## src/color_sensor_consts.svh

```systemverilog
`ifndef COLOR_SENSOR_CONSTS_SVH
`define COLOR_SENSOR_CONSTS_SVH

// 7-bit bus address of the colour sensor
`define SENSOR_ADDR	7'h53

`define CFG_WRITES	3	// register writes before the first read
`define REGS_PER_COLOR	3	// one byte per register, MSB first
`define COLOR_W		24

`define CFG_NUM_W	4
`define CFG_DATA_W	16	// reg address high byte, write data low byte
`define BYTE_W		8

// last read of blue, after it the loop goes back to green
`define LAST_CFG_NUM	(`CFG_WRITES + 3 * `REGS_PER_COLOR - 1)

`endif
```

## src/color_sensor_pkg.sv

```systemverilog
`default_nettype none

package color_sensor_pkg;

	typedef enum logic [3:0] {
		ST_IDLE		= 4'd0,
		ST_START	= 4'd1,
		ST_SLAVE_ADDR	= 4'd2,
		ST_ACK_ADDR	= 4'd3,
		ST_REG_ADDR	= 4'd4,
		ST_ACK_REG	= 4'd5,
		ST_DATA		= 4'd6,
		ST_ACK_DATA	= 4'd7,
		ST_NACK		= 4'd8,
		ST_RESTART_WAIT	= 4'd9,	// scl held low before the repeated start
		ST_STOP		= 4'd10
	} bus_state_t;

	typedef enum logic [1:0] {
		TXN_CFG_WRITE	= 2'd0,
		TXN_READ_G	= 2'd1,
		TXN_READ_R	= 2'd2,
		TXN_READ_B	= 2'd3
	} txn_kind_t;

endpackage

`default_nettype wire

```

## src/i2c_txn_sequencer.sv

```systemverilog
`timescale 1ns/10ps
`default_nettype none

`include "color_sensor_consts.svh"

module i2c_txn_sequencer (
	input  wire			i2c_clk,
	input  wire			sys_rst_n,
	input  wire			i2c_start,
	input  wire			txn_done,
	input  wire			rx_valid,
	input  wire [`BYTE_W-1:0]	rx_byte,
	output logic			txn_go,
	output logic			txn_read,
	output logic [`CFG_NUM_W-1:0]	cfg_num,
	output logic			cfg_start,
	output logic [`COLOR_W-1:0]	data_r,
	output logic [`COLOR_W-1:0]	data_g,
	output logic [`COLOR_W-1:0]	data_b,
	output logic			data_valid
);

	localparam logic [`CFG_NUM_W-1:0] FIRST_READ = `CFG_WRITES;
	localparam logic [`CFG_NUM_W-1:0] FIRST_RED = `CFG_WRITES + `REGS_PER_COLOR;
	localparam logic [`CFG_NUM_W-1:0] FIRST_BLUE = `CFG_WRITES + 2 * `REGS_PER_COLOR;
	localparam logic [`CFG_NUM_W-1:0] LAST_NUM = `LAST_CFG_NUM;

	color_sensor_pkg::txn_kind_t txn_kind;
	logic txn_open;
	logic last_read;
	logic [`COLOR_W-1:0] shadow_g;
	logic [`COLOR_W-1:0] shadow_r;
	logic [`COLOR_W-1:0] shadow_b;

	always_comb begin
		if (cfg_num < FIRST_READ) begin
			txn_kind = color_sensor_pkg::TXN_CFG_WRITE;
		end else if (cfg_num < FIRST_RED) begin
			txn_kind = color_sensor_pkg::TXN_READ_G;
		end else if (cfg_num < FIRST_BLUE) begin
			txn_kind = color_sensor_pkg::TXN_READ_R;
		end else begin
			txn_kind = color_sensor_pkg::TXN_READ_B;
		end
	end

	assign txn_read = (txn_kind != color_sensor_pkg::TXN_CFG_WRITE);	// stable until txn_done
	assign last_read = (cfg_num == LAST_NUM);

	always_ff @(posedge i2c_clk or negedge sys_rst_n) begin
		if (!sys_rst_n) begin
			txn_open <= 1'b0;
			txn_go <= 1'b0;
		end else begin
			txn_go <= i2c_start && !txn_open;	// single pulse, open flag blocks the next
			if (i2c_start && !txn_open) begin
				txn_open <= 1'b1;
			end else if (txn_done) begin
				txn_open <= 1'b0;
			end
		end
	end

	always_ff @(posedge i2c_clk or negedge sys_rst_n) begin
		if (!sys_rst_n) begin
			cfg_num <= '0;
			cfg_start <= 1'b0;
			data_valid <= 1'b0;
		end else begin
			cfg_start <= txn_done;
			data_valid <= txn_done && last_read;
			if (txn_done) begin
				cfg_num <= last_read ? FIRST_READ : cfg_num + 1'b1;	// config is done once
			end
		end
	end

	// first byte of a channel ends up on top
	always_ff @(posedge i2c_clk) begin
		if (rx_valid) begin
			case (txn_kind)
				color_sensor_pkg::TXN_READ_G: begin
					shadow_g <= {shadow_g[`COLOR_W-`BYTE_W-1:0], rx_byte};
				end
				color_sensor_pkg::TXN_READ_R: begin
					shadow_r <= {shadow_r[`COLOR_W-`BYTE_W-1:0], rx_byte};
				end
				color_sensor_pkg::TXN_READ_B: begin
					shadow_b <= {shadow_b[`COLOR_W-`BYTE_W-1:0], rx_byte};
				end
				default: begin
				end
			endcase
		end
	end

	always_ff @(posedge i2c_clk or negedge sys_rst_n) begin
		if (!sys_rst_n) begin
			data_r <= '0;
			data_g <= '0;
			data_b <= '0;
		end else if (txn_done && last_read) begin	// all three channels at once
			data_r <= shadow_r;
			data_g <= shadow_g;
			data_b <= shadow_b;
		end
	end

endmodule

`default_nettype wire

```

## config.mk

```make
export PLATFORM = sky130hd
export DESIGN_NAME = i2c_txn_sequencer
export DESIGN_NICKNAME = d
export VERILOG_FILES = /design/src/color_sensor_pkg.sv /design/src/i2c_txn_sequencer.sv
export VERILOG_INCLUDE_DIRS = /design/src /design/src/src
export SDC_FILE = /design/constraint.sdc
export NUM_CORES = 1
export LEC_CHECK = 0
export ABC_AREA = 1
export BUFFER_PORTS_ARGS = -buffer_cell sky130_fd_sc_hd__buf_2
export CAP_MARGIN = 30
export CORE_ASPECT_RATIO = 1.1
export CORE_UTILIZATION = 39
export DETAILED_ROUTE_END_ITERATION = 10
export PLACE_DENSITY = 0.6
export SLEW_MARGIN = 20
export SYNTH_ARGS = -nofsm -noshare
export SYNTH_HDL_FRONTEND = slang
export SYNTH_SLANG_ARGS = --single-unit
```

## constraint.sdc

```tcl
create_clock -name i2c_clk -period 5.8 [get_ports i2c_clk]
set_clock_uncertainty 0.05 [all_clocks]
set_input_delay 1.45 -clock i2c_clk [delete_from_list [all_inputs] [get_ports i2c_clk]]
set_output_delay 1.45 -clock i2c_clk [all_outputs]
set_load 0.1 [all_outputs]
```

# Yosys cells after proc, flatten, opt, wreduce, memory -nomap -nowiden
# Index checks and enable logic that the tools add are counted.
# word_totals
input_bits	13
elab_cells	33
regBits	152
# classes
n_mux	6
reduce_logical	8
n_addsub	1
order_cmp	3
eq_ne	4
# op_table
cell	n
AND reduction 2 bit	3
adder 4 x 1 -> 4 bit (second input constant)	1
equality test 2 bit (second input constant)	2
equality test 4 bit (second input constant)	1
< comparator 4 x 2 -> 1 bit (second input constant)	1
< comparator 4 x 3 -> 1 bit (second input constant)	1
< comparator 4 bit (second input constant)	1
two-way mux 2 bit	2
two-way mux 4 bit	1
nonzero test 2 bit	2
two-way mux 1 bit	3
equality test 2 x 1 -> 1 bit (second input constant)	1
logical AND 1 bit	2
logical NOT 1 bit	1

# Longest topological paths before layout
# Gate-level depths: netlist (run 1).
# depth
depth_word	6
mapped_depth	8

# Worst setup path after synthesis (run 1)
# No wires, ideal clock.
# synth_timing
kind	input -> register
startpoint	input port rx_valid
endpoint	register shadow_g[0] (enable)
arrival_time_ns	3.206
path_buffers	0
t_required_ns	5.315
stages	2
path_slack_ns	2.108
setup_ns	0.435
cell_sequence	inv_1 -> nor3_1
# synth_via
elab_chain_cells	1
# synth_rtl
item	line_no	text
start: declaration	i2c_txn_sequencer.sv:11	input wire rx_valid,
AND reduction 2 bit (no line)	--	
end signal: assignment	i2c_txn_sequencer.sv:83	shadow_g <= {shadow_g[`COLOR_W-`BYTE_W-1:0], rx_byte};
end: declaration	i2c_txn_sequencer.sv:31	logic [`COLOR_W-1:0] shadow_g;
# Every way passes these cells.
# A chain may end at the register's enable or synchronous reset.

# Worst setup path after layout (run 1)
# layout_timing
startpoint	register cfg_num[0]
endpoint	output port txn_read
# layout_via
elab_chain_cells	5
elab_cells_between_ends	7
# layout_rtl
item	line_no	text
start: declaration	i2c_txn_sequencer.sv:15	output logic [`CFG_NUM_W-1:0] cfg_num,
start signal: assignment	i2c_txn_sequencer.sv:73	cfg_num <= last_read ? FIRST_READ : cfg_num + 1'b1;
< comparator 4 bit	i2c_txn_sequencer.sv:40	end else if (cfg_num < FIRST_BLUE) begin
two-way mux 1 bit	i2c_txn_sequencer.sv:40	
two-way mux 2 bit	i2c_txn_sequencer.sv:38	end else if (cfg_num < FIRST_RED) begin
two-way mux 2 bit (*)	i2c_txn_sequencer.sv:36	if (cfg_num < FIRST_READ) begin
nonzero test 2 bit (*)	i2c_txn_sequencer.sv:47	assign txn_read = (txn_kind != color_sensor_pkg::TXN_CFG_WRITE);
end: declaration	i2c_txn_sequencer.sv:14	output logic txn_read,
# Every way passes the cells marked *; elsewhere a longest branch is shown, timed or not.

==> qor.yml, run 1 <==
grt_overflow: 0
gp_congestion: 0.7440
grt.total_usage_pct: 16.35
hpwl_microns: 6939
viasPerCell: 4.707
wl_microns: 10780
fin_cells: 726
cts_max_level: 4
postCtsHoldBufs: 0
vias: 3417
path_clk_slew_ns: 0.06
nNetsFinal: 544
required_ns: 4.30
worstSetupEndpointType: "primary output"
setup_tns_ns: 0
final_util_pct: 49.77
final_common_cell: "nand2_1"
grt_start_max_net_pins: 82
ant_nets: 0
grt_pass1_vias: 3367
synthCells: 438
ys_seq_area_share_pct: 77.05
worst_pin_slew_ns: 0.8339
max_cap_violations: 0
cts_setup_buffers: 0
ys_seq_elements: 152
yosysWarningCount: 0
numCtsBuffers: 17
fmax_mhz: 317.2
start_util_pct: 40.39
cts_tree: "done"
arrival_ns: 1.65
drt_pass1_iterations: 4
area_growth_pct: 23.20
critPathLaunchType: "flip-flop"
synth_nets: 453
portBuffers: 92
die_h_microns: 125.5
n_fill_cell: 1190
layout_min_cycle_time_ns: 3.153
drive_gt1_share_pct: 24.17
wl_per_cell_microns: 14.85
rsz0062_at_grt: "no"
slew_violations: 0
dieArea_sq_mm: 0.01433
synth_cell_type_count: 15
status: "finished clean"
crit_path_max_fanout: 5
max_slew_margin_pct: 44.40
n_antenna_cell: 0
hold_violations: 0
drt_iter0_markers: 231
synth_area_sq_mm: 0.005404
dp.cells: 694
final_cell_mix: "nand2_1, buf_2, dfrtp_1, nand3_1, edfxtp_1"
drc: 0
grt_pass1_wl_microns: 17550
hold_path.class: "reg -> reg"
die_w_microns: 114.2
fin_crit_sh_pct: 54.36
coreArea_sq_mm: 0.01338
setup.worst_path.class: "reg -> out"
root_buffer: "clkbuf_16"
clock_sinks: 152
std_cell_rows: 44
antenna_found_initial: 0
synth.avg_cell_area_sq_um: 12.34
clk_path_buf_depth: 2
cts_resized: 0
clock_latency_ns: 0.41
ioPinCount: 93
setup_viol: 0
## cell usage after synthesis
cell type  instances  area [sq um]
nand2_1          161         604.3
dfrtp_1           80          2002
nand3_1           75         375.4
edfxtp_1          72          2162
inv_1             12         45.04
buf_2              9         45.04
buf_4              8         60.06
clkbuf_1           7         26.28
nor2_1             7         26.28
ha_1               2         25.02
a21oi_1            1         5.000
buf_6              1         11.26
nor2_2             1         6.260
nor3_1             1         5.000
o21ai_0            1         5.000
## cell type report
type | instances | area, sq um | area share [%]
Clock buffer | 22 | 475.5 | 7.142
Timing Repair Buffer | 97 | 520.5 | 7.818
Inverter | 12 | 45.04 | 0.6766
Multi-Input combinational cell | 249 | 1080 | 16.22
Tap cell | 184 | 230.2 | 3.458
Sequential cell | 152 | 4164 | 62.54
Clock inverter | 10 | 142.6 | 2.142
## routing by layer
layer | global-route usage [%] | vias to the layer above | part of all wire [%]
met2 | 26.31 | 98 | 50
met5 | 0 | - | 0
met3 | 4.508 | 6 | 4.7
met1 | 21.36 | 1674 | 44
met4 | 5.500 | 0 | 0.70
li1 | - | 1639 | -
## through the flow
stage	setup WS, ns	hold WS, ns	area, sq um
floorplan	2.108	0.3771	5404
global placement	2.300	0.3793	6002
detailed placement	2.231	0.3852	6040
CTS	2.626	0.3997	6658
global route	2.457	0.4101	6658
finish	2.647	0.4005	6658
## path summary, 6_finish.rpt
check                                  from           end  slack [ns]  cells past startpoint
worst min register to register  shadow_r[6]  shadow_r[14]        0.40                      0
worst max register to register   cfg_num[0]     data_r[1]        3.00                      8
worst max-delay path             cfg_num[0]      txn_read        2.65                      4
max in group asynchronous         sys_rst_n     data_r[0]        4.16                      2
worst min-delay path            shadow_r[6]  shadow_r[14]        0.40                      0
min in group asynchronous         sys_rst_n        txn_go        0.94                      1
## cells by family (layout without fill, tap and decap cells)
logic type | Yosys count | in the layout | share of synthesized area, %
adder cells (fa/ha/maj) | 2 | 2 | 0.4630
flip-flops | 152 | 152 | 77.05
AO/OA/AOI/OAI | 2 | 2 | 0.1851
buffers and inverters | 37 | 141 | 3.473
AND/OR/NAND/NOR | 245 | 245 | 18.82
## worst max-delay path, stage by stage, from the launching register on
cell and delay, ns:
dfrtp_1 0.43, ha_1 0.27, nor2_1 0.20, inv_1 0.06, buf_2 0.29
## state kept, by name, summed over array words and instances (netlist names), 4 cells and up
name and cells:
cfg_num 4, shadow_b 24, data_g 24, data_b 24, shadow_g 24, data_r 24
shadow_r 24
Power of run 1 is left out: the tool's default activity adds up to more than one toggle a clock period on the data nets, which glitch-free logic cannot reach.
==> inputs of run 2 (changes only) <==
ABC_AREA = 0   (was 1)
clock period = 3.1 ns   (was 5.8 ns; I/O delays follow)
==> run 2 against run 1 <==
Effect of this change: setup slack got worse by 2.2 ns; hold slack lost 0.12 ns; sequential share of layout area fell by 1.8 points; area after synthesis up 3.8%; non-clock buffer count up 1; largest cell class unchanged.
==> qor.yml, run 2 <==
portBuffers: 92  # unchanged
arrival_ns: 1.84  # +0.19 ns
synth_ff_type: "dfrtp_1"
max_slew_margin_pct: 64.60  # +20 points
dp_slack_ns: 0.8740  # -1.357 ns
grt_pass1_vias: 2634  # -22%
n_antenna_cell: 0  # unchanged
ys_seq_area_share_pct: 74.24  # -2.8 points
ys_seq_elements: 152  # unchanged
dp.cells: 543  # -22%
met1_usage_pct: 19.09  # -2.3 points
synth_nets: 283  # -38%
critPathLaunchType: "flip-flop"
ant_nets: 0  # unchanged
synth_edf_count: 72  # unchanged
antenna_found_initial: 0  # unchanged
ys_async_sr_fraction_pct: 52.63  # unchanged
layout_min_cycle_time_ns: 2.665
rsz0062_at_grt: "no"
cts_max_level: 4  # unchanged
drt_pass1_iterations: 4  # unchanged
postCtsHoldBufs: 0  # unchanged
r2r_cells: 4  # -4
top_usage_layer: "met2"
nNetsFinal: 389  # -28%
clk_path_buf_depth: 2  # unchanged
required_ns: 2.27  # -2.03 ns
final_cell_mix: "buf_2, dfrtp_1, edfxtp_1, mux2_4, clkbuf_16"
wl_microns: 9358  # -13%
cts_setup_buffers: 0  # unchanged
grt.total_usage_pct: 13.92  # -2.4 points
hold_violations: 0  # unchanged
area_growth_pct: 22.19
synth.avg_cell_area_sq_um: 20.93  # +70%
max_cap_violations: 0  # unchanged
synth_common_cells: "dfrtp_1, edfxtp_1, mux2_4, buf_12, inv_1"
drc: 0  # unchanged
drt_iter0_markers: 148  # -36%
vias: 2571  # -25%
grt_use_met3_pct: 4.492  # -0.016 points
start_util_pct: 40.33  # -0.062 points
clock_latency_ns: 0.41  # about the same
drive_gt1_share_pct: 53.49  # +29 points
path_clk_slew_ns: 0.06  # about the same
synthCells: 268  # -39%
dieArea_sq_mm: 0.01487  # +3.7%
synth.most_common_cell: "dfrtp_1"
fin_crit_sh_pct: 85.96
ioPinCount: 93  # unchanged
fmax_mhz: 375.3
cts_resized: 0  # unchanged
synth.top_cell.area_share_pct: 38.55  # -1.5 points
numCtsBuffers: 17  # unchanged
viasPerCell: 4.471  # -5.0%
die_w_microns: 116.3  # +1.8%
yosys.area.top_type: "edfxtp_1"
final_util_pct: 49.28  # -0.48 points
status: "finished clean"
slew_violations: 0  # unchanged
gr-usage-met2_pct: 19.81  # -6.5 points
setup_viol: 0  # unchanged
root_buffer: "clkbuf_16"
yosysWarningCount: 0  # unchanged
worstSetupEndpointType: "primary output"
final_common_cell: "buf_2"
setup_tns_ns: 0  # unchanged
hold_path.class: "in -> async"
worst_pin_slew_ns: 0.5311  # -0.3029 ns
hpwl_microns: 5882  # -15%
grt_start_max_net_pins: 49  # -40%
synth_area_sq_mm: 0.005609  # +3.8%
die_h_microns: 127.8  # +1.9%
gp_congestion: 0.7570  # +1.7%
synth_area_leaders: "edfxtp_1, dfrtp_1, mux2_4"
grt_overflow: 0  # unchanged
cts_tree: "done"
coreArea_sq_mm: 0.01391  # +4.0%
setup_ws_ns: 0.4353  # -2.212 ns
wl_per_cell_microns: 16.27  # +9.6%
clock_sinks: 152  # unchanged
fin_cells: 575  # -21%
synth_cell_type_count: 25  # +10
std_cell_rows: 45  # +2.3%
setup.worst_path.class: "reg -> out"
grt_pass1_wl_microns: 14750  # -16%
crit_path_max_fanout: 8  # +3
run 2: cell types whose count changed after synthesis, moves of 2 or more:
cell      before  now
clkbuf_1       7    2
nor2_1         7    4
a21oi_1        1    3
nand2_1      161    2
nand3_1       75    1
buf_4          8    1
inv_1         12    7
buf_2          9    0
buf_12         0    7
nand3b_1       0    3
mux2_4         0   69
mux2_2         0    4
run 2: per-layer routing:
layer,vias up,routed length [microns]
met5,-,0
li1,1194,-
met4,0,157
met2,58,4387
met1,1308,4443
met3,11,369
run 2: cells by family after synthesis:
kind of cell,count (synthesis),synth area share (%)
AO/OA/AOI/OAI,9,1.093
adder cells (fa/ha/maj),2,0.4461
buffers and inverters,18,3.435
flip-flops,152,74.24
multiplexers,73,19.27
AND/OR/NAND/NOR,14,1.517
run 2: critical path: stages (launching register included):
cell,delay (ns)
dfrtp_1,0.47
ha_1,0.32
or3_1,0.33
buf_2,0.30
run 2: area by class of cell:
cell class                 count  area, sq um
fill                        1172         7053
sequential                   152         4164
multi-input combinational     98         1287
timing repair buffer          98        533.0
clock buffer                  21        460.4
tap                          188        235.2
clock inverter                11        147.6
inverter                       7        26.28
run 2: path summary, 6_finish.rpt:
kind	startpoint	endpoint	slack, ns
worst min register to register	txn_open	txn_go	0.39
max in group asynchronous	sys_rst_n	data_b[3]	2.08
worst min-delay path	sys_rst_n	data_g[17]	0.28
min in group i2c_clk	txn_open	txn_go	0.39
worst max-delay path	cfg_num[1]	txn_read	0.44
worst max register to register	cfg_num[1]	data_b[11]	1.07
run 2: metrics by stage:
step           hold slack (ns)  cell area [sq um]
2_1_floorplan           0.3644               5628
3_3_place_gp            0.3752               6246
3_5_place_dp            0.3844               6246
4_1_cts                 0.3008               6854
5_1_grt                 0.3244               6854
6_report                0.2845               6854
Power of run 2 is left out for the same reason.
