$ cat config.mk
export PLATFORM = sky130hd
export DESIGN_NAME = i2c_byte_fsm
export DESIGN_NICKNAME = d
export VERILOG_FILES = /design/src/color_sensor_pkg.sv /design/src/i2c_byte_fsm.sv
export VERILOG_INCLUDE_DIRS = /design/src /design/src/src
export SDC_FILE = /design/constraint.sdc
export NUM_CORES = 1
export LEC_CHECK = 0
export BUFFER_PORTS_ARGS = -buffer_cell sky130_fd_sc_hd__buf_2
export CELL_PAD_IN_SITES_DETAIL_PLACEMENT = 0
export CELL_PAD_IN_SITES_GLOBAL_PLACEMENT = 2
export CORE_MARGIN = 8
export CORE_UTILIZATION = 25
export DETAILED_ROUTE_END_ITERATION = 12
export PLACE_DENSITY_LB_ADDON = 0.12
export SYNTH_ARGS = -nofsm -noshare
export SYNTH_HDL_FRONTEND = slang
export SYNTH_SLANG_ARGS = --single-unit
export TNS_END_PERCENT = 10
$ cat constraint.sdc
create_clock -name i2c_clk -period 3.25 [get_ports i2c_clk]
set_input_delay 0.65 -clock i2c_clk [delete_from_list [all_inputs] [get_ports i2c_clk]]
set_output_delay 0.65 -clock i2c_clk [all_outputs]
set_load 0.01 [all_outputs]
$ cat src/color_sensor_consts.svh
`ifndef COLOR_SENSOR_CONSTS_SVH
`define COLOR_SENSOR_CONSTS_SVH

// 7-bit bus address of the colour sensor
`define SENSOR_ADDR	7'h53

`define CFG_WRITES	3	// register writes before the first read
`define REGS_PER_COLOR	3	// one byte per register, MSB first
`define COLOR_W		24

`define CFG_NUM_W	4
`define CFG_DATA_W	16	// reg address high byte, write data low byte
`define BYTE_W		8

// last read of blue, after it the loop goes back to green
`define LAST_CFG_NUM	(`CFG_WRITES + 3 * `REGS_PER_COLOR - 1)

`endif
$ cat src/color_sensor_pkg.sv
`default_nettype none

package color_sensor_pkg;

	typedef enum logic [3:0] {
		ST_IDLE		= 4'd0,
		ST_START	= 4'd1,
		ST_SLAVE_ADDR	= 4'd2,
		ST_ACK_ADDR	= 4'd3,
		ST_REG_ADDR	= 4'd4,
		ST_ACK_REG	= 4'd5,
		ST_DATA		= 4'd6,
		ST_ACK_DATA	= 4'd7,
		ST_NACK		= 4'd8,
		ST_RESTART_WAIT	= 4'd9,	// scl held low before the repeated start
		ST_STOP		= 4'd10
	} bus_state_t;

	typedef enum logic [1:0] {
		TXN_CFG_WRITE	= 2'd0,
		TXN_READ_G	= 2'd1,
		TXN_READ_R	= 2'd2,
		TXN_READ_B	= 2'd3
	} txn_kind_t;

endpackage

`default_nettype wire

$ cat src/i2c_byte_fsm.sv
`timescale 1ns/10ps
`default_nettype none

`include "color_sensor_consts.svh"

module i2c_byte_fsm (
	input  wire				i2c_clk,
	input  wire				sys_rst_n,
	input  wire				txn_go,
	input  wire				txn_read,
	input  wire [`CFG_DATA_W-1:0]		cfg_data,
	input  wire				sda_in,
	output color_sensor_pkg::bus_state_t	state,
	output logic [1:0]			phase,
	output logic				tx_bit,
	output logic				rx_mode,
	output logic [`BYTE_W-1:0]		rx_byte,
	output logic				rx_valid,
	output logic				txn_done
);

	color_sensor_pkg::bus_state_t next_state;
	logic [2:0] bit_cnt;
	logic ack_seen;
	logic quarter_end;
	logic byte_end;
	logic ack_step;
	logic bit_state;
	logic ack_state;
	logic [`BYTE_W-1:0] addr_byte;
	logic [`BYTE_W-1:0] reg_addr;
	logic [`BYTE_W-1:0] wr_data;

	assign quarter_end = (phase == 2'd3);
	assign byte_end = quarter_end && (bit_cnt == 3'd7);
	assign ack_step = quarter_end && ack_seen;
	assign bit_state = (state == color_sensor_pkg::ST_SLAVE_ADDR) ||
			(state == color_sensor_pkg::ST_REG_ADDR) ||
			(state == color_sensor_pkg::ST_DATA);
	assign ack_state = (state == color_sensor_pkg::ST_ACK_ADDR) ||
			(state == color_sensor_pkg::ST_ACK_REG) ||
			(state == color_sensor_pkg::ST_ACK_DATA);

	always_ff @(posedge i2c_clk or negedge sys_rst_n) begin
		if (!sys_rst_n) begin
			state <= color_sensor_pkg::ST_IDLE;
		end else begin
			state <= next_state;
		end
	end

	always_comb begin
		next_state = state;
		case (state)
			color_sensor_pkg::ST_IDLE: begin
				if (txn_go) next_state = color_sensor_pkg::ST_START;
			end
			color_sensor_pkg::ST_START: begin
				if (quarter_end) next_state = color_sensor_pkg::ST_SLAVE_ADDR;
			end
			color_sensor_pkg::ST_SLAVE_ADDR: begin
				if (byte_end) next_state = color_sensor_pkg::ST_ACK_ADDR;
			end
			color_sensor_pkg::ST_ACK_ADDR: begin	// read address goes straight to data
				if (ack_step) begin
					next_state = rx_mode ? color_sensor_pkg::ST_DATA :
							color_sensor_pkg::ST_REG_ADDR;
				end
			end
			color_sensor_pkg::ST_REG_ADDR: begin
				if (byte_end) next_state = color_sensor_pkg::ST_ACK_REG;
			end
			color_sensor_pkg::ST_ACK_REG: begin
				if (ack_step) begin
					next_state = txn_read ? color_sensor_pkg::ST_RESTART_WAIT :
							color_sensor_pkg::ST_DATA;
				end
			end
			color_sensor_pkg::ST_DATA: begin
				if (byte_end) begin
					next_state = rx_mode ? color_sensor_pkg::ST_NACK :
							color_sensor_pkg::ST_ACK_DATA;
				end
			end
			color_sensor_pkg::ST_ACK_DATA: begin
				if (ack_step) next_state = color_sensor_pkg::ST_STOP;
			end
			color_sensor_pkg::ST_NACK: begin
				if (quarter_end) next_state = color_sensor_pkg::ST_STOP;
			end
			color_sensor_pkg::ST_RESTART_WAIT: begin
				if (quarter_end) next_state = color_sensor_pkg::ST_START;
			end
			color_sensor_pkg::ST_STOP: begin
				if (quarter_end) next_state = color_sensor_pkg::ST_IDLE;
			end
			default: next_state = color_sensor_pkg::ST_IDLE;
		endcase
	end

	always_ff @(posedge i2c_clk or negedge sys_rst_n) begin
		if (!sys_rst_n) begin
			phase <= 2'd0;
			bit_cnt <= 3'd0;
			ack_seen <= 1'b0;
			rx_mode <= 1'b0;
		end else begin
			if (state == color_sensor_pkg::ST_IDLE) begin
				phase <= 2'd0;
			end else begin
				phase <= phase + 2'd1;
			end
			if (!bit_state) begin
				bit_cnt <= 3'd0;
			end else if (quarter_end) begin
				bit_cnt <= bit_cnt + 3'd1;
			end
			if (ack_state && (phase == 2'd2)) begin
				ack_seen <= ~sda_in;	// slave holds sda low to acknowledge
			end
			if ((state == color_sensor_pkg::ST_RESTART_WAIT) && quarter_end) begin
				rx_mode <= 1'b1;
			end else if (txn_done) begin
				rx_mode <= 1'b0;
			end
		end
	end

	always_ff @(posedge i2c_clk) begin
		if (txn_go) begin
			reg_addr <= cfg_data[`CFG_DATA_W-1:`BYTE_W];
			wr_data <= cfg_data[`BYTE_W-1:0];
		end
	end

	// sample on the first high quarter of scl
	always_ff @(posedge i2c_clk) begin
		if ((state == color_sensor_pkg::ST_DATA) && rx_mode && (phase == 2'd1)) begin
			rx_byte <= {rx_byte[`BYTE_W-2:0], sda_in};
		end
	end

	assign addr_byte = {`SENSOR_ADDR, rx_mode};	// r/w bit

	always_comb begin
		case (state)
			color_sensor_pkg::ST_SLAVE_ADDR: tx_bit = addr_byte[3'd7 - bit_cnt];
			color_sensor_pkg::ST_REG_ADDR: tx_bit = reg_addr[3'd7 - bit_cnt];
			color_sensor_pkg::ST_DATA: tx_bit = wr_data[3'd7 - bit_cnt];
			default: tx_bit = 1'b1;
		endcase
	end

	assign rx_valid = (state == color_sensor_pkg::ST_DATA) && rx_mode && byte_end;
	assign txn_done = (state == color_sensor_pkg::ST_STOP) && quarter_end;

endmodule

`default_nettype wire

# Yosys cells after proc, flatten, opt, wreduce, memory -nomap -nowiden
# Cells that the tools add are included.
dict set report op_classes {
  addsub 3
  order_cmp 1
  eq_ne 26
  muxes 27
  bitwise 1
  n_reduce_logical 15
}
# op n
set ops {}
lappend ops {{4-bit 2-to-1 mux} 13}
lappend ops {{4-bit case mux with 11 select lines} 1}
lappend ops {{2-bit inequality test (second input constant)} 12}
lappend ops {{4-bit by 3-bit == test with 1-bit output (second input constant)} 4}
lappend ops {{4-bit == test (second input constant)} 3}
lappend ops {{11-bit AND reduction} 1}
lappend ops {{1-bit binary-select mux with 3-bit select} 3}
lappend ops {{4-bit by 2-bit == test with 1-bit output (second input constant)} 2}
lappend ops {{1-bit logical AND} 8}
lappend ops {{3-bit 2-to-1 mux} 2}
lappend ops {{1-bit 2-to-1 mux} 5}
lappend ops {{2-bit == test (second input constant)} 2}
lappend ops {{4-bit by 1-bit == test with 1-bit output (second input constant)} 1}
lappend ops {{4-bit logical NOT} 1}
lappend ops {{1-bit logical OR} 4}
lappend ops {{3-bit by 4-bit < comparator with 1-bit output (second input constant)} 1}
lappend ops {{2-bit 2-to-1 mux} 2}
lappend ops {{3-bit by 1-bit adder with 3-bit output (second input constant)} 1}
lappend ops {{3-bit == test (second input constant)} 1}
lappend ops {{1-bit case mux with 3 select lines} 1}
lappend ops {{3-bit subtractor (first input constant)} 1}
lappend ops {{2-bit by 1-bit adder with 2-bit output (second input constant)} 1}
lappend ops {{2-bit by 1-bit == test with 1-bit output (second input constant)} 1}
lappend ops {{2-bit nonzero test} 1}
lappend ops {{1-bit NOT} 1}
dict set report totals {
  reg_bits 35
  inputBits 21
  out_inout_bits 18
  elab_cells 81
}

# Depth between registers and ports, before layout
dict set report logic_depth {
  word_depth 4
  mapped_depth 7
}

# Least setup slack after synthesis
# OpenSTA, ideal clock, no wires.
dict set report synth_path {
  kind {flip-flop to output port}
  start {register bit_cnt[1]}
  end {output tx_bit}
  arrival_ns 1.447
  path_slack_ns 1.153
  path_stages_with_launch 6
  path_cell_list {dfrtp_1 buf_6 mux4_2 and3_1 a31oi_1 o2111ai_1}
}
dict set report synth_between {
  elab_chain_len 4
  word_cells_on_any_way 8
  classes_between {1 x add/sub; 7 x mux}
}
# element line_no
set synth_rtl {}
lappend synth_rtl {{from (decl)} i2c_byte_fsm.sv:23} ;# logic [2:0] bit_cnt;
lappend synth_rtl {{from (signal assigned)} i2c_byte_fsm.sv:116} ;# bit_cnt <= bit_cnt + 3'd1;
lappend synth_rtl {{3-bit subtractor (*)} {i2c_byte_fsm.sv:147, i2c_byte_fsm.sv:148, i2c_byte_fsm.sv:149}}
lappend synth_rtl {{1-bit binary-select mux with 3-bit select (on tied branches)} {i2c_byte_fsm.sv:149, i2c_byte_fsm.sv:147, i2c_byte_fsm.sv:148}}
lappend synth_rtl {{1-bit 2-to-1 mux (on tied branches)} {i2c_byte_fsm.sv:149, i2c_byte_fsm.sv:147, i2c_byte_fsm.sv:148}}
lappend synth_rtl {{1-bit case mux with 3 select lines (*)} i2c_byte_fsm.sv:146} ;# case (state)
lappend synth_rtl {{to (decl)} i2c_byte_fsm.sv:15} ;# output logic tx_bit,
# Every way passes the cells marked *; elsewhere a longest branch is shown, timed or not. The select of a mux whose other input is x is not followed.

# Final worst setup path
dict set report layout_path {
  start {register state[1]}
  end {output tx_bit}
}
dict set report layout_between {
  elab_chain_len 2
  word_cells_on_any_way 4
  classes_between {3 x eq/ne; 1 x mux}
}
# element line_no
set layout_rtl {}
lappend layout_rtl {{from (decl)} i2c_byte_fsm.sv:13} ;# output color_sensor_pkg::bus_state_t state,
lappend layout_rtl {{from (signal assigned)} i2c_byte_fsm.sv:46} ;# state <= color_sensor_pkg::ST_IDLE;
lappend layout_rtl {{from (signal assigned)} i2c_byte_fsm.sv:48} ;# state <= next_state;
lappend layout_rtl {{4-bit by 3-bit == test with 1-bit output or 4-bit by 2-bit == test with 1-bit output (tied branches)} i2c_byte_fsm.sv:146}
lappend layout_rtl {{1-bit case mux with 3 select lines (*)} i2c_byte_fsm.sv:146}
# Every way passes the cells marked *; elsewhere a longest branch is shown, timed or not.

==> reports/results.md <==
| Step | Item | Value |
| --- | --- | --- |
| power and ir drop | Sequential cell fraction of total power | 41.8% |
| clock tree | Clock tree from TritonCTS | built |
| floorplanning | Number of placed I/O pins | 39 |
| yosys | Number of synthesis warnings | 0 |
| layout | Area delta synth->final | 20.8% |
| worst setup path | Reg-to-reg slack, setup | 1070 ps |
| timing | Unrepaired setup endpoints after global routing | no |
| placement | Number of port buffers | 38 |
| drt | Count of TritonRoute iterations in the first routing pass | 4 |
| floorplanning | Initial Utilization | 25.3% |
| drt | Number of violations reported at the end of detailed-routing iteration 0 | 51 |
| yosys | Syn Area/Cell | 12.8 µm² |
| timing | Final critical-path share of the clock period | 88.8% |
| clock tree | Post-cts sizing count | 0 |
| global routing | Wire length of the first global-routing pass | 6640 µm |
| yosys | Async SR Flop Fraction | 31.4% |
| worst setup path | Kind of end point of the critical path | primary output |
| timing | Final min period | 2890 ps |
| timing | Fin. Hold Viols | 0 |
| yosys | Synthesized netlist net count | 161 |
| run status | Outcome | complete, no violations |
| yosys | Number of enable-type register cells in the synthesized netlist | 24 |
| timing | Endpoints failing setup | 0 |
| global routing | Overall global routing resource usage | 8.77% |
| timing | Worst slew slack as a fraction of its limit | 71.2% |
| floorplanning | X dimension of the die | 98.2 µm |
| layout | Number of inserted diodes | 0 |
| drt | Drt drc | 0 |
| min path | Worst hold path class | in -> async |
| yosys | Share of the yosys chip area belonging to registers | 59.0% |
| layout | Most frequent cells in the layout | 38 x sky130_fd_sc_hd__buf_2, 24 x sky130_fd_sc_hd__edfxtp_1, 13 x sky130_fd_sc_hd__nor2_1 |
| global routing | Vias in the first global route | 1243 |
| power and ir drop | Power Dens Cells | 747 nW/µm² |
| timing | Highest clock rate | 346 MHz |
| timing | Final Max Slew Viols | 0 |
| clock tree | Buffers from clock root to sink, at most | 2 |
| job | Max Cap Viol | 0 |
| clock tree | Clk pin slew, worst setup/hold paths | 70 ps |
| floorplanning | Number of rows in the core area | 30 |
| drt | Remaining antenna violation count after routing | 0 |
| drt | Post-Route WL | 4040 µm |
| timing | Final Skew | 2.69 ps |
| power and ir drop | Max IR drop VDD | 258 µV |
| floorplanning | Core footprint | 6680 µm² |
| clock tree | Total of hold buffers inserted after clock tree synthesis | 0 |
| power and ir drop | Part of the total power dissipated in combinational logic | 33.7% |
| worst setup path | Highest net fanout along the worst path | 12 |
| clock tree | Number of H-tree branching levels | 2 |
| power and ir drop | Switching power of the nets | 0.542 mW |
| clock tree | Clock tree root driver cell | sky130_fd_sc_hd__clkbuf_8 |
| global routing | Number of antenna violations at the first check in global routing | 0 |
| timing | Final setup TNS | 0 ps |
| worst setup path | Critical Path AT | 2240 ps |
| yosys | Post-synth cell types | 40 |
| power and ir drop | Leakage component of the power | 0.828 nW |
| layout | Utilization after layout | 30.5% |
| floorplanning | Height of the die | 98.2 µm |
| yosys | FF+latch count, synth | 35 |
| worst setup path | Worst Path Class, Setup | reg -> out |
| placement | Placer Congestion | 0.753 |
| drt | Average wire per standard cell | 16.2 µm |
| floorplanning | Overall die area | 9640 µm² |
| worst setup path | Worst endpoint required time | 2600 ps |
| placement | Final HPWL from detailed placement | 3010 µm |
| yosys | Flip-flop cell with the highest count after synthesis | sky130_fd_sc_hd__edfxtp_1 |
| yosys | Synthesized netlist cell count | 132 |
| global routing | Maximum number of pins on one net before global-route repair | 18 |
| layout | Layout cell share with drive strength beyond 1 | 28.2% |
| timing | Actual slew at the worst max-slew pin | 433 ps |
| clock tree | Inserted Clock Buffers | 5 |
| layout | Leading cell type in the layout, fill and taps excluded | sky130_fd_sc_hd__buf_2 |
| power and ir drop | Pint | 0.981 mW |
| global routing | Leftover overflow at the end of global routing | 0 |
| drt | Number of vias in the routed layout | 1165 |
| drt | Vias/cell | 4.66 |
| clock tree | Clock latency at the later pin of the worst-skew pair | 280 ps |
| power and ir drop | Clock group share of total power | 24.5% |
| clock tree | # clock sinks | 35 |
| clock tree | Setup Fix Bufs, Post-CTS | 0 |
| worst setup path | Critical path startpoint category | flip-flop |
| yosys | Netlist area before placement | 1690 µm² |
| power and ir drop | Switching part of the total power | 35.6% |
| layout | Final net count | 199 |
-- final timing paths --
check	from	endpoint	depth (start not counted)
max in group asynchronous	sys_rst_n	state[1]	1
min	sys_rst_n	state[3]	1
max	state[1]	tx_bit	6
min in group i2c_clk	rx_byte[2]	rx_byte[3]	0
max reg2reg	state[1]	rx_byte[0]	3
min reg2reg	rx_byte[2]	rx_byte[3]	0
-- routing by layer --
layer / vias to the layer above / routed length (µm) / track usage, %
met2: 37 / 2060 / 14.8
met3: 6 / 212 / 2.56
met4: 0 / 77 / 4.13
met5: - / 0 / 0
met1: 560 / 1700 / 10.0
li1: 562 / - / -
-- registers in the layout, indices dropped and copies added, names as in the netlist --
name      cells
rx_byte       8
rx_mode       1
wr_data       8
phase         2
ack_seen      1
state         4
bit_cnt       3
reg_addr      8
-- critical path, stage by stage, from the launching register on --
cell and delay, ps:
sky130_fd_sc_hd__dfrtp_1 570, sky130_fd_sc_hd__clkinv_1 350, sky130_fd_sc_hd__nor3_1 450, sky130_fd_sc_hd__and3_1 220
sky130_fd_sc_hd__a31oi_1 50, sky130_fd_sc_hd__o2111ai_1 130, sky130_fd_sc_hd__buf_2 170
-- area by class of cell --
class                   instances  area (µm²)
clock inverters                 1        30.0
multi-input cells              83         621
flip-flops and latches         35         996
fillers                       701        4640
repair buffers                 39         198
well taps                      80         100
inverters                       6        22.5
clock buffers                   6        72.6
-- metrics by stage --
step	worst slack (ps)	std cells	hold WS (ps)	total power, mW	cell area [µm²]
3_5_place_dp	658	243	437	1.17	1940
6_report	363	250	244	1.52	2040
5_1_grt	149	250	256	1.63	2040
2_1_floorplan	1150	132	354	1.01	1690
3_3_place_gp	791	243	429	1.18	1940
4_1_cts	326	250	245	1.55	2040
-- kinds of logic after synthesis --
group	share of synthesized area, %
AND/OR/NAND/NOR	12.8
flip-flops	59.0
AO/OA/AOI/OAI	9.79
buffers and inverters	4.22
adder cells (fa/ha/maj)	5.93
multiplexers	7.78
XOR/XNOR	0.519
-- power groups by stage --
stage,sequential [mW],combinational [mW],clock (mW)
after floorplan,0.608,0.400,0
after global placement,0.642,0.539,0
after detailed placement,0.645,0.521,0
after CTS,0.637,0.524,0.391
after global routing,0.652,0.570,0.406
final,0.637,0.513,0.373
-- cells in the mapped netlist, types with 3 or more instances --
library cell / n / area [µm²]
sky130_fd_sc_hd__edfxtp_1: 24 / 721
sky130_fd_sc_hd__ha_1: 8 / 100
sky130_fd_sc_hd__dfrtp_1: 11 / 275
sky130_fd_sc_hd__nand3_1: 3 / 15.0
sky130_fd_sc_hd__a31oi_1: 3 / 18.8
sky130_fd_sc_hd__mux4_1: 3 / 78.8
sky130_fd_sc_hd__nand3b_1: 3 / 22.5
sky130_fd_sc_hd__a21oi_1: 5 / 25.0
sky130_fd_sc_hd__nor3_1: 5 / 25.0
sky130_fd_sc_hd__mux2i_1: 3 / 30.0
sky130_fd_sc_hd__nor2_1: 13 / 48.8
sky130_fd_sc_hd__inv_1: 5 / 18.8
sky130_fd_sc_hd__o21ai_0: 6 / 30.0
sky130_fd_sc_hd__nand2_1: 9 / 33.8
No activity file was read; power rests on OpenSTA's default activity.
